===== config.mk =====
export PLATFORM = sky130hd
export DESIGN_NAME = spike_gen_top
export DESIGN_NICKNAME = d
export VERILOG_FILES = /design/src/logic/spike_gen_pkg.sv /design/src/logic/tag_ct_channel.sv /design/src/logic/spike_gen_prog_channel.sv /design/src/logic/spike_gen_mem.sv /design/src/logic/spike_gen_array.sv /design/src/logic/spike_gen_ctrl.sv /design/src/logic/spike_gen_top.sv
export SDC_FILE = /design/constraint.sdc
export NUM_CORES = 1
export LEC_CHECK = 0
export BUFFER_PORTS_ARGS = -buffer_cell sky130_fd_sc_hd__buf_2
export CORE_MARGIN = 4
export CORE_UTILIZATION = 50
export DETAILED_ROUTE_END_ITERATION = 7
export GPL_ROUTABILITY_DRIVEN = 0
export PLACE_DENSITY_LB_ADDON = 0.2
export REMOVE_ABC_BUFFERS = 1
export SLEW_MARGIN = 20
export SYNTH_ARGS = -nofsm -noshare
export SYNTH_HDL_FRONTEND = slang
export SYNTH_HIERARCHICAL = 1
export SYNTH_SLANG_ARGS = --single-unit

===== constraint.sdc =====
create_clock -name clk -period 15.95 [get_ports clk]
set_input_delay 3.19 -clock clk [delete_from_list [all_inputs] [get_ports clk]]
set_output_delay 3.19 -clock clk [all_outputs]
set_load 0.05 [all_outputs]

===== src/logic/spike_gen_pkg.sv =====
package spike_gen_pkg;

  //////////////////////////////////////////////////////////////////////
  // generator bank sizing

  // generator index and bank size
  localparam int gen_idx_w = 3;
  localparam int num_gens  = 8;

  // tick count and period share one width
  localparam int period_w = 16;

  // spike token fields
  localparam int tag_w = 11;
  localparam int ct_w  = 10;

  // one state word per generator
  localparam int mem_w = 2 * period_w + tag_w;

  // memory word layout, tick count in the top bits
  typedef struct packed {
    logic [period_w-1:0] ticks;
    logic [period_w-1:0] period;
    logic [tag_w-1:0]    tag;
  } gen_word_t;

  //////////////////////////////////////////////////////////////////////
  // wishbone register map

  localparam int wb_adr_w = 4;
  localparam int wb_dat_w = 32;

  localparam logic [wb_adr_w-1:0] reg_ctrl        = 4'd0;
  localparam logic [wb_adr_w-1:0] reg_unit_len    = 4'd1;
  localparam logic [wb_adr_w-1:0] reg_gens_used   = 4'd2;
  localparam logic [wb_adr_w-1:0] reg_gens_en     = 4'd3;
  localparam logic [wb_adr_w-1:0] reg_prog_idx    = 4'd4;
  localparam logic [wb_adr_w-1:0] reg_prog_period = 4'd5;
  localparam logic [wb_adr_w-1:0] reg_prog_ticks  = 4'd6;
  localparam logic [wb_adr_w-1:0] reg_prog_tag_go = 4'd7;
  localparam logic [wb_adr_w-1:0] reg_status      = 4'd8;

  // clocks per time unit out of reset
  localparam int unit_len_reset = 64;

endpackage


===== src/logic/tag_ct_channel.sv =====
`timescale 1ns/1ps

// spike token stream, valid/ready handshake
interface tag_ct_channel import spike_gen_pkg::*; ();

  // valid from the source, accept from the sink
  logic             v;
  logic             a;

  // destination tag and spike count
  logic [tag_w-1:0] tag;
  logic [ct_w-1:0]  ct;

  // update engine side
  modport source (
    output v, tag, ct,
    input  a
  );

  // consumer side
  modport sink (
    input  v, tag, ct,
    output a
  );

endinterface


===== src/logic/spike_gen_prog_channel.sv =====
`timescale 1ns/1ps

// one generator word to be written into the state RAM
interface spike_gen_prog_channel import spike_gen_pkg::*; ();

  logic                 v;
  logic                 a;

  // target generator and its new state
  logic [gen_idx_w-1:0] gen_idx;
  logic [period_w-1:0]  period;
  logic [period_w-1:0]  ticks;
  logic [tag_w-1:0]     tag;

  // register block side
  modport source (
    output v, gen_idx, period, ticks, tag,
    input  a
  );

  // update engine side, a only while idle
  modport sink (
    input  v, gen_idx, period, ticks, tag,
    output a
  );

endinterface


===== src/logic/spike_gen_mem.sv =====
`timescale 1ns/1ps

// generator state RAM, one write port and one read port
module spike_gen_mem import spike_gen_pkg::*; (
  input  logic                 clk,
  input  logic                 wr_en,
  input  logic [gen_idx_w-1:0] wr_addr,
  input  logic [mem_w-1:0]     wr_data,
  input  logic                 rd_en,
  input  logic [gen_idx_w-1:0] rd_addr,
  output logic [mem_w-1:0]     rd_data
);

  // storage array
  logic [mem_w-1:0] ram [num_gens];

  // first read stage inside the RAM
  logic [mem_w-1:0] rd_q;

  // synchronous write
  always_ff @(posedge clk) begin
    if (wr_en) begin
      ram[wr_addr] <= wr_data;
    end
  end

  // read array stage, loaded only on rd_en
  always_ff @(posedge clk) begin
    if (rd_en) begin
      rd_q <= ram[rd_addr];
    end
  end

  // output register, data lands two cycles after rd_en
  // and then holds as long as no new read is issued
  always_ff @(posedge clk) begin
    rd_data <= rd_q;
  end

endmodule


===== src/logic/spike_gen_array.sv =====
`timescale 1ns/1ps

// update engine for the uniform spike generators
// walks the state RAM once per time unit, three cycles per enabled generator
module spike_gen_array import spike_gen_pkg::*; (
  input  logic                clk,
  input  logic                reset,
  input  logic                unit_pulse,
  input  logic [gen_idx_w:0]  gens_used,
  input  logic [num_gens-1:0] gens_en,
  spike_gen_prog_channel.sink prog,
  tag_ct_channel.source       out,
  output logic                overrun
);

  typedef enum logic [1:0] {
    st_idle_prog,
    st_read,
    st_wait,
    st_write
  } state_t;

  state_t state;
  state_t state_nxt;

  // generator being updated
  logic [gen_idx_w-1:0] gen_idx;
  logic [gen_idx_w-1:0] idx_nxt;
  // one extra bit so the compare against gens_used never wraps
  logic [gen_idx_w:0]   gen_idx_p1;

  // an overrun pulse waiting for the current generator to finish
  logic restart_pend;
  logic restart;
  // current generator is done this cycle
  logic step_done;
  logic stall_out;
  logic prog_accept;

  // RAM ports
  logic                 mem_wr_en;
  logic [gen_idx_w-1:0] mem_wr_addr;
  logic [mem_w-1:0]     mem_wr_data;
  logic                 mem_rd_en;
  logic [mem_w-1:0]     mem_rd_data;

  // datapath
  gen_word_t           rd_word;
  gen_word_t           wb_word;
  logic [period_w-1:0] wr_ticks;
  logic                emit;

  spike_gen_mem u_mem (
    .clk     (clk),
    .wr_en   (mem_wr_en),
    .wr_addr (mem_wr_addr),
    .wr_data (mem_wr_data),
    .rd_en   (mem_rd_en),
    .rd_addr (gen_idx),
    .rd_data (mem_rd_data)
  );

  //////////////////////////////////////////////////////////////////////
  // sequencing

  // the only adder on the index
  assign gen_idx_p1 = {1'b0, gen_idx} + 1'b1;

  // spike offered but not taken yet
  assign stall_out = out.v & ~out.a;

  // pulse while busy, still counts as the start of a new walk
  assign overrun = unit_pulse & (state != st_idle_prog);
  assign restart = unit_pulse | restart_pend;

  always_comb begin
    state_nxt = state;
    idx_nxt   = gen_idx;
    step_done = 1'b0;
    case (state)
      st_idle_prog: begin
        // zero generators in use means nothing to walk
        if (unit_pulse && gens_used != '0) begin
          state_nxt = st_read;
          idx_nxt   = '0;
        end
      end
      st_read: begin
        // disabled generators are skipped in one cycle
        if (gens_en[gen_idx]) begin
          state_nxt = st_wait;
        end else begin
          step_done = 1'b1;
        end
      end
      st_wait: begin
        state_nxt = st_write;
      end
      st_write: begin
        // hold here until the spike is taken
        if (!stall_out) begin
          step_done = 1'b1;
        end
      end
      default: begin
        state_nxt = st_idle_prog;
      end
    endcase

    // pick the next generator, or start over after an overrun
    if (step_done) begin
      if (restart && gens_used != '0) begin
        state_nxt = st_read;
        idx_nxt   = '0;
      end else if (gen_idx_p1 < gens_used) begin
        state_nxt = st_read;
        idx_nxt   = gen_idx_p1[gen_idx_w-1:0];
      end else begin
        state_nxt = st_idle_prog;
      end
    end
  end

  always_ff @(posedge clk or posedge reset) begin
    if (reset) begin
      state        <= st_idle_prog;
      gen_idx      <= '0;
      restart_pend <= 1'b0;
    end else begin
      state   <= state_nxt;
      gen_idx <= idx_nxt;
      // a boundary consumes any pending restart
      if (step_done) begin
        restart_pend <= 1'b0;
      end else if (overrun) begin
        restart_pend <= 1'b1;
      end
    end
  end

  //////////////////////////////////////////////////////////////////////
  // update rule

  // read word is valid from the output register in st_write
  assign rd_word = gen_word_t'(mem_rd_data);

  always_comb begin
    if (rd_word.ticks < rd_word.period) begin
      wr_ticks = rd_word.ticks + 1'b1;
      emit     = 1'b0;
    end else begin
      // wrap to one and fire
      wr_ticks = period_w'(1);
      emit     = 1'b1;
    end
  end

  // only the tick count changes on writeback
  assign wb_word.ticks  = wr_ticks;
  assign wb_word.period = rd_word.period;
  assign wb_word.tag    = rd_word.tag;

  //////////////////////////////////////////////////////////////////////
  // RAM control

  // programming words go in only while idle
  assign prog_accept = prog.v & (state == st_idle_prog);
  assign prog.a      = prog_accept;

  assign mem_rd_en   = (state == st_read) & gens_en[gen_idx];
  assign mem_wr_en   = (state == st_write) | prog_accept;
  assign mem_wr_addr = prog_accept ? prog.gen_idx : gen_idx;
  assign mem_wr_data = prog_accept ? {prog.ticks, prog.period, prog.tag} : wb_word;

  //////////////////////////////////////////////////////////////////////
  // spike output

  // the RAM output holds through a stall, so tag stays put
  assign out.v   = (state == st_write) & emit;
  assign out.tag = rd_word.tag;
  assign out.ct  = ct_w'(1);

endmodule


===== src/logic/spike_gen_ctrl.sv =====
`timescale 1ns/1ps

// wishbone classic register block, time unit timer and programming launcher
module spike_gen_ctrl import spike_gen_pkg::*; (
  input  logic                               clk,
  input  logic                               reset,
  input  logic                               wb_cyc,
  input  logic                               wb_stb,
  input  logic                               wb_we,
  input  logic [wb_adr_w-1:0]                wb_adr,
  input  logic [spike_gen_pkg::wb_dat_w-1:0] wb_dat_w,
  output logic [spike_gen_pkg::wb_dat_w-1:0] wb_dat_r,
  output logic                               wb_ack,
  spike_gen_prog_channel.source              prog,
  output logic [gen_idx_w:0]                 gens_used,
  output logic [num_gens-1:0]                gens_en,
  output logic                               unit_pulse,
  input  logic                               overrun
);

  // register file
  logic                               run;
  logic [spike_gen_pkg::wb_dat_w-1:0] unit_len;
  logic [gen_idx_w-1:0]               prog_idx;
  logic [period_w-1:0]                prog_period;
  logic [period_w-1:0]                prog_ticks;
  logic [tag_w-1:0]                   prog_tag;
  logic                               overrun_seen;

  // timer
  logic [spike_gen_pkg::wb_dat_w-1:0] unit_cnt;
  logic                               run_set;

  // bus decode
  logic wb_req;
  logic wr_en;
  logic go_wr;
  logic prog_v;

  //////////////////////////////////////////////////////////////////////
  // bus decode and ack

  // new access, ack not given yet
  assign wb_req = wb_cyc & wb_stb & ~wb_ack;
  assign wr_en  = wb_req & wb_we;
  // launch write waits for the engine before it is acked
  assign go_wr  = wr_en & (wb_adr == reg_prog_tag_go);
  // any write of the run bit restarts the unit count
  assign run_set = wr_en & (wb_adr == reg_ctrl) & wb_dat_w[0];

  always_ff @(posedge clk or posedge reset) begin
    if (reset) begin
      wb_ack <= 1'b0;
      prog_v <= 1'b0;
    end else begin
      // plain registers ack next cycle, launch acks after accept
      wb_ack <= (wb_req & ~go_wr) | (prog_v & prog.a);
      if (go_wr && !prog_v) begin
        prog_v <= 1'b1;
      end else if (prog_v && prog.a) begin
        prog_v <= 1'b0;
      end
    end
  end

  //////////////////////////////////////////////////////////////////////
  // register writes

  always_ff @(posedge clk or posedge reset) begin
    if (reset) begin
      run         <= 1'b0;
      unit_len    <= unit_len_reset;
      gens_used   <= '0;
      gens_en     <= '0;
      prog_idx    <= '0;
      prog_period <= '0;
      prog_ticks  <= '0;
      prog_tag    <= '0;
    end else if (wr_en) begin
      case (wb_adr)
        reg_ctrl:        run <= wb_dat_w[0];
        reg_unit_len:    unit_len <= wb_dat_w;
        // clamp to the bank size
        reg_gens_used: begin
          if (wb_dat_w > num_gens) begin
            gens_used <= (gen_idx_w + 1)'(num_gens);
          end else begin
            gens_used <= wb_dat_w[gen_idx_w:0];
          end
        end
        reg_gens_en:     gens_en <= wb_dat_w[num_gens-1:0];
        reg_prog_idx:    prog_idx <= wb_dat_w[gen_idx_w-1:0];
        reg_prog_period: prog_period <= wb_dat_w[period_w-1:0];
        reg_prog_ticks:  prog_ticks <= wb_dat_w[period_w-1:0];
        // tag captured once, stays put while the request is pending
        reg_prog_tag_go: begin
          if (!prog_v) begin
            prog_tag <= wb_dat_w[tag_w-1:0];
          end
        end
        default: ;
      endcase
    end
  end

  // sticky overrun, write one clears, a new pulse wins
  always_ff @(posedge clk or posedge reset) begin
    if (reset) begin
      overrun_seen <= 1'b0;
    end else if (overrun) begin
      overrun_seen <= 1'b1;
    end else if (wr_en && wb_adr == reg_status && wb_dat_w[0]) begin
      overrun_seen <= 1'b0;
    end
  end

  // read mux, data valid alongside ack
  always_comb begin
    wb_dat_r = '0;
    case (wb_adr)
      reg_ctrl:        wb_dat_r[0] = run;
      reg_unit_len:    wb_dat_r = unit_len;
      reg_gens_used:   wb_dat_r[gen_idx_w:0] = gens_used;
      reg_gens_en:     wb_dat_r[num_gens-1:0] = gens_en;
      reg_prog_idx:    wb_dat_r[gen_idx_w-1:0] = prog_idx;
      reg_prog_period: wb_dat_r[period_w-1:0] = prog_period;
      reg_prog_ticks:  wb_dat_r[period_w-1:0] = prog_ticks;
      reg_prog_tag_go: wb_dat_r[tag_w-1:0] = prog_tag;
      reg_status:      wb_dat_r[0] = overrun_seen;
      default:         wb_dat_r = '0;
    endcase
  end

  //////////////////////////////////////////////////////////////////////
  // time unit timer

  // first pulse lands unit_len clocks after the run write
  always_ff @(posedge clk or posedge reset) begin
    if (reset) begin
      unit_cnt   <= '0;
      unit_pulse <= 1'b0;
    end else if (run_set || !run) begin
      unit_cnt   <= '0;
      unit_pulse <= 1'b0;
    end else if (unit_cnt == unit_len - 1'b1) begin
      unit_cnt   <= '0;
      unit_pulse <= 1'b1;
    end else begin
      unit_cnt   <= unit_cnt + 1'b1;
      unit_pulse <= 1'b0;
    end
  end

  // programming request
  assign prog.v       = prog_v;
  assign prog.gen_idx = prog_idx;
  assign prog.period  = prog_period;
  assign prog.ticks   = prog_ticks;
  assign prog.tag     = prog_tag;

endmodule


===== src/logic/spike_gen_top.sv =====
`timescale 1ns/1ps

// spike generator subsystem, wishbone slave in and spike stream out
module spike_gen_top import spike_gen_pkg::*; (
  input  logic                               clk,
  input  logic                               reset,
  // wishbone classic slave
  input  logic                               wb_cyc,
  input  logic                               wb_stb,
  input  logic                               wb_we,
  input  logic [wb_adr_w-1:0]                wb_adr,
  input  logic [spike_gen_pkg::wb_dat_w-1:0] wb_dat_w,
  output logic [spike_gen_pkg::wb_dat_w-1:0] wb_dat_r,
  output logic                               wb_ack,
  // spike stream
  output logic                               spike_valid,
  input  logic                               spike_ready,
  output logic [tag_w-1:0]                   spike_tag,
  output logic [ct_w-1:0]                    spike_ct,
  // start of each time unit
  output logic                               time_unit
);

  tag_ct_channel         spikes ();
  spike_gen_prog_channel prog_ch ();

  logic [gen_idx_w:0]  gens_used;
  logic [num_gens-1:0] gens_en;
  logic                unit_pulse;
  logic                overrun;

  spike_gen_ctrl u_ctrl (
    .clk        (clk),
    .reset      (reset),
    .wb_cyc     (wb_cyc),
    .wb_stb     (wb_stb),
    .wb_we      (wb_we),
    .wb_adr     (wb_adr),
    .wb_dat_w   (wb_dat_w),
    .wb_dat_r   (wb_dat_r),
    .wb_ack     (wb_ack),
    .prog       (prog_ch.source),
    .gens_used  (gens_used),
    .gens_en    (gens_en),
    .unit_pulse (unit_pulse),
    .overrun    (overrun)
  );

  spike_gen_array u_array (
    .clk        (clk),
    .reset      (reset),
    .unit_pulse (unit_pulse),
    .gens_used  (gens_used),
    .gens_en    (gens_en),
    .prog       (prog_ch.sink),
    .out        (spikes.source),
    .overrun    (overrun)
  );

  // stream sink side maps onto the plain ports
  assign spikes.a    = spike_ready;
  assign spike_valid = spikes.v;
  assign spike_tag   = spikes.tag;
  assign spike_ct    = spikes.ct;

  assign time_unit = unit_pulse;

endmodule


==> results_dict.tcl <==
set metrics [dict create \
    outcome "completed" \
    die_x_um 228.3 \
    grt_max_degree 68 \
    ys_top_cells_by_area "edfxtp_1 48%, dfrtp_1 14%, mux4_2 7.8%, mux2_2 4.1%, dfxtp_1 3.5%" \
    antenna_found_initial 2 \
    hold_path_depth 0 \
    area_growth_pct 12.47 \
    hold_class "flop to flop" \
    rows 80 \
    synth_area_mm2 0.02427 \
    synthCells 1562 \
    port_buffers 87 \
    synth_edf_count 387 \
    final_common_cell "edfxtp_1" \
    rsz0062_at_grt "no" \
    routed_wl_mm 56.57 \
    n_fill_cell 3685 \
    drv_slew 0 \
    required_ns 12.76 \
    cts_made_buffers 56 \
    fin_crit_ns 8.432 \
    cts_buffer_depth 3 \
    layout_common_cells "387 x edfxtp_1, 129 x dfrtp_1, 128 x nand2_1" \
    critical_path_class "input port to primary output" \
    power.static_leakage_nw 10.37 \
    syn_avg_cell_area_um2 15.54 \
    place_area_mm2 0.02529 \
    critical-path-max-stage-delay_ns 0.83 \
    finalNetCount 1725 \
    root_buffer "clkbuf_16" \
    finalCritPeriodShare 0.5286 \
    wl_per_cell_um 24.38 \
    grt_pass1_vias 14030 \
    netlist.area_leader.share 0.4788 \
    arrival_ns 5.24 \
    vias_per_cell 5.931 \
    final_layout_size_suffix_gt1_frac 0.2653 \
    holdBufCountCts 0 \
    grt_pass1_wl_mm 86.66 \
    crit_chain "buf_2 > nand2b_1 > nor2_1 > a22o_1 > a221oi_1 > o21ai_0 > buf_2" \
    postSynth.asyncResetShare 0.2362 \
    synth_seq_area_share 0.6515 \
    clock_sinks 563 \
    cts_tree "built" \
    io_pins 98 \
    design.core.area_mm2 0.04785 \
    synth-seq-cells 563 \
    path_clk_slew_ns 0.06 \
    synth_cell_type_count 79 \
    powerDensity_mw_per_mm2 150.1 \
    worstMarginPinSlew_ns 1.165 \
    design_area_mm2 0.02730 \
    maxCapViolCount 0 \
    die_h_um 228.3 \
    synthFlopType "edfxtp_1" \
    slew_headroom 0.2175 \
    clock-skew-final_ns 0.02080 \
    cpMaxStageDelayCell "nor2_1" \
    reg2regPathDepth 6 \
    start_kind "input port" \
    yosys_warnings 6 \
    crit_fanout 11 \
    grt-ovfl-total 0 \
    grt_use_total 0.2162 \
    dp_hpwl_mm 34.48 \
    drc 0 \
    postRouteAntennaNets 0 \
    worst_skew_pair.late_latency_ns 0.62 \
    setup_tns_ns 0 \
    start_util 0.5073 \
    cts_setup_buffers 0 \
    cpMostUsedCell "buf_2" \
    synth_top_cell_by_area "edfxtp_1" \
    die-area_mm2 0.05213 \
    cts_htree_levels 2 \
    vias 13760 \
    drtIter0Drc 1127 \
    cts_resized 0 \
    ir_worst_vdd_v 0.00009137 \
    timing.fmax_ghz 0.1186 \
    hold_violations 0 \
    first_pass_iters 5 \
    end_kind "primary output" \
    finalSetupViolCount 0 \
]
## where the power goes
| group | internal (mW) | switching [mW] | total [mW] |
|---|---|---|---|
| registers | 1.77 | 0.101 | 1.87 |
| clock network | 0.856 | 0.562 | 1.42 |
| logic | 0.362 | 0.449 | 0.811 |
## path summary, 6_finish.rpt
check / start / end / slack (ns)
worst min register to register: u_array/u_mem/rd_q[0] / u_array/u_mem/rd_data[0] / 0.34
worst max-delay path: wb_adr[3] / wb_dat_r[0] / 7.52
worst min-delay path: u_array/u_mem/rd_q[0] / u_array/u_mem/rd_data[0] / 0.34
max in group asynchronous: reset / u_ctrl/prog.ticks[14] / 11.83
worst max register to register: u_array/gen_idx[1] / u_array/u_mem/rd_q[25] / 12.47
min in group asynchronous: reset / u_array/gen_idx[2] / 2.53
## state kept, by name (all words and copies together) (netlist names)
name / count
u_array/gen_idx: 3
u_array/restart_pend: 1
u_ctrl/prog.tag: 11
u_ctrl/prog.period: 16
u_array/u_mem/rd_data: 43
u_array/state: 2
u_ctrl/overrun_seen: 1
u_array/u_mem/rd_q: 43
u_ctrl/run: 1
u_ctrl/unit_cnt: 32
u_ctrl/wb_ack: 1
u_ctrl/prog.gen_idx: 3
u_ctrl/unit_len: 32
u_ctrl/gens_en: 8
u_ctrl/prog.v: 1
u_array/u_mem/ram: 344
u_ctrl/gens_used: 4
u_ctrl/prog.ticks: 16
u_ctrl/unit_pulse: 1
## metal layers
layer	vias to the layer above	GRT usage	part of all wire
met3	81	0.03564	0.055
li1	6131	-	-
met4	2	0.07080	0.028
met2	388	0.3630	0.49
met5	-	0	0.00023
met1	7159	0.2911	0.42
## critical path: cells and delay by family
family,cells,cell delay (ns)
buffers and inverters,2,0.46
and+or+nand+nor,2,1.11
AOI/OAI and AO/OA,3,0.47
## cell families (layout without fill, tap and decap cells)
logic type | count (synthesis) | count (layout) | share of synthesized area
adders and majority gates | 27 | 27 | 0.01392
muxes | 221 | 221 | 0.1494
AOI/OAI and AO/OA | 143 | 143 | 0.04531
other | 2 | 11 | 0.0003094
DFF | 563 | 563 | 0.6515
xor gates and xnor gates | 84 | 84 | 0.03031
buffers and inverters | 127 | 261 | 0.02737
and+or+nand+nor | 395 | 395 | 0.08186
## final cells by class
class / instances / area, um2 / area share
Clock inverter: 34 / 485.5 / 0.01778
Multi-Input combinational cell: 880 / 7909 / 0.2897
Sequential cell: 563 / 15820 / 0.5796
Clock buffer: 72 / 1521 / 0.05574
Timing Repair Buffer: 112 / 623.1 / 0.02283
Antenna cell: 1 / 2.502 / 0.00009167
Tap cell: 615 / 769.5 / 0.02819
Inverter: 43 / 163.9 / 0.006004
## Yosys cell counts (all sizes together), types with 37 or more instances
cell    number
nand2      128
nand3       38
xnor2       46
xor2        38
nor3        52
mux4        87
buf         41
clkbuf      43
inv         43
nor2        62
edfxtp     387
mux2       129
dfrtp      132
o21ai       37
dfxtp       43
## stage by stage
stage	std cells	worst slack, ns	hold WS [ns]	total power, mW	util
final	2320	7.518	0.3374	4.098	0.5705
after global routing	2320	7.412	0.3444	4.273	0.5705
after CTS	2319	7.537	0.3414	4.136	0.5705
after detailed placement	2213	7.535	0.3269	2.715	0.5285
after global placement	2213	7.615	0.3243	2.693	0.5285
after floorplan	1486	7.336	0.3233	2.495	-
Power figures use the tool's default switching activity.
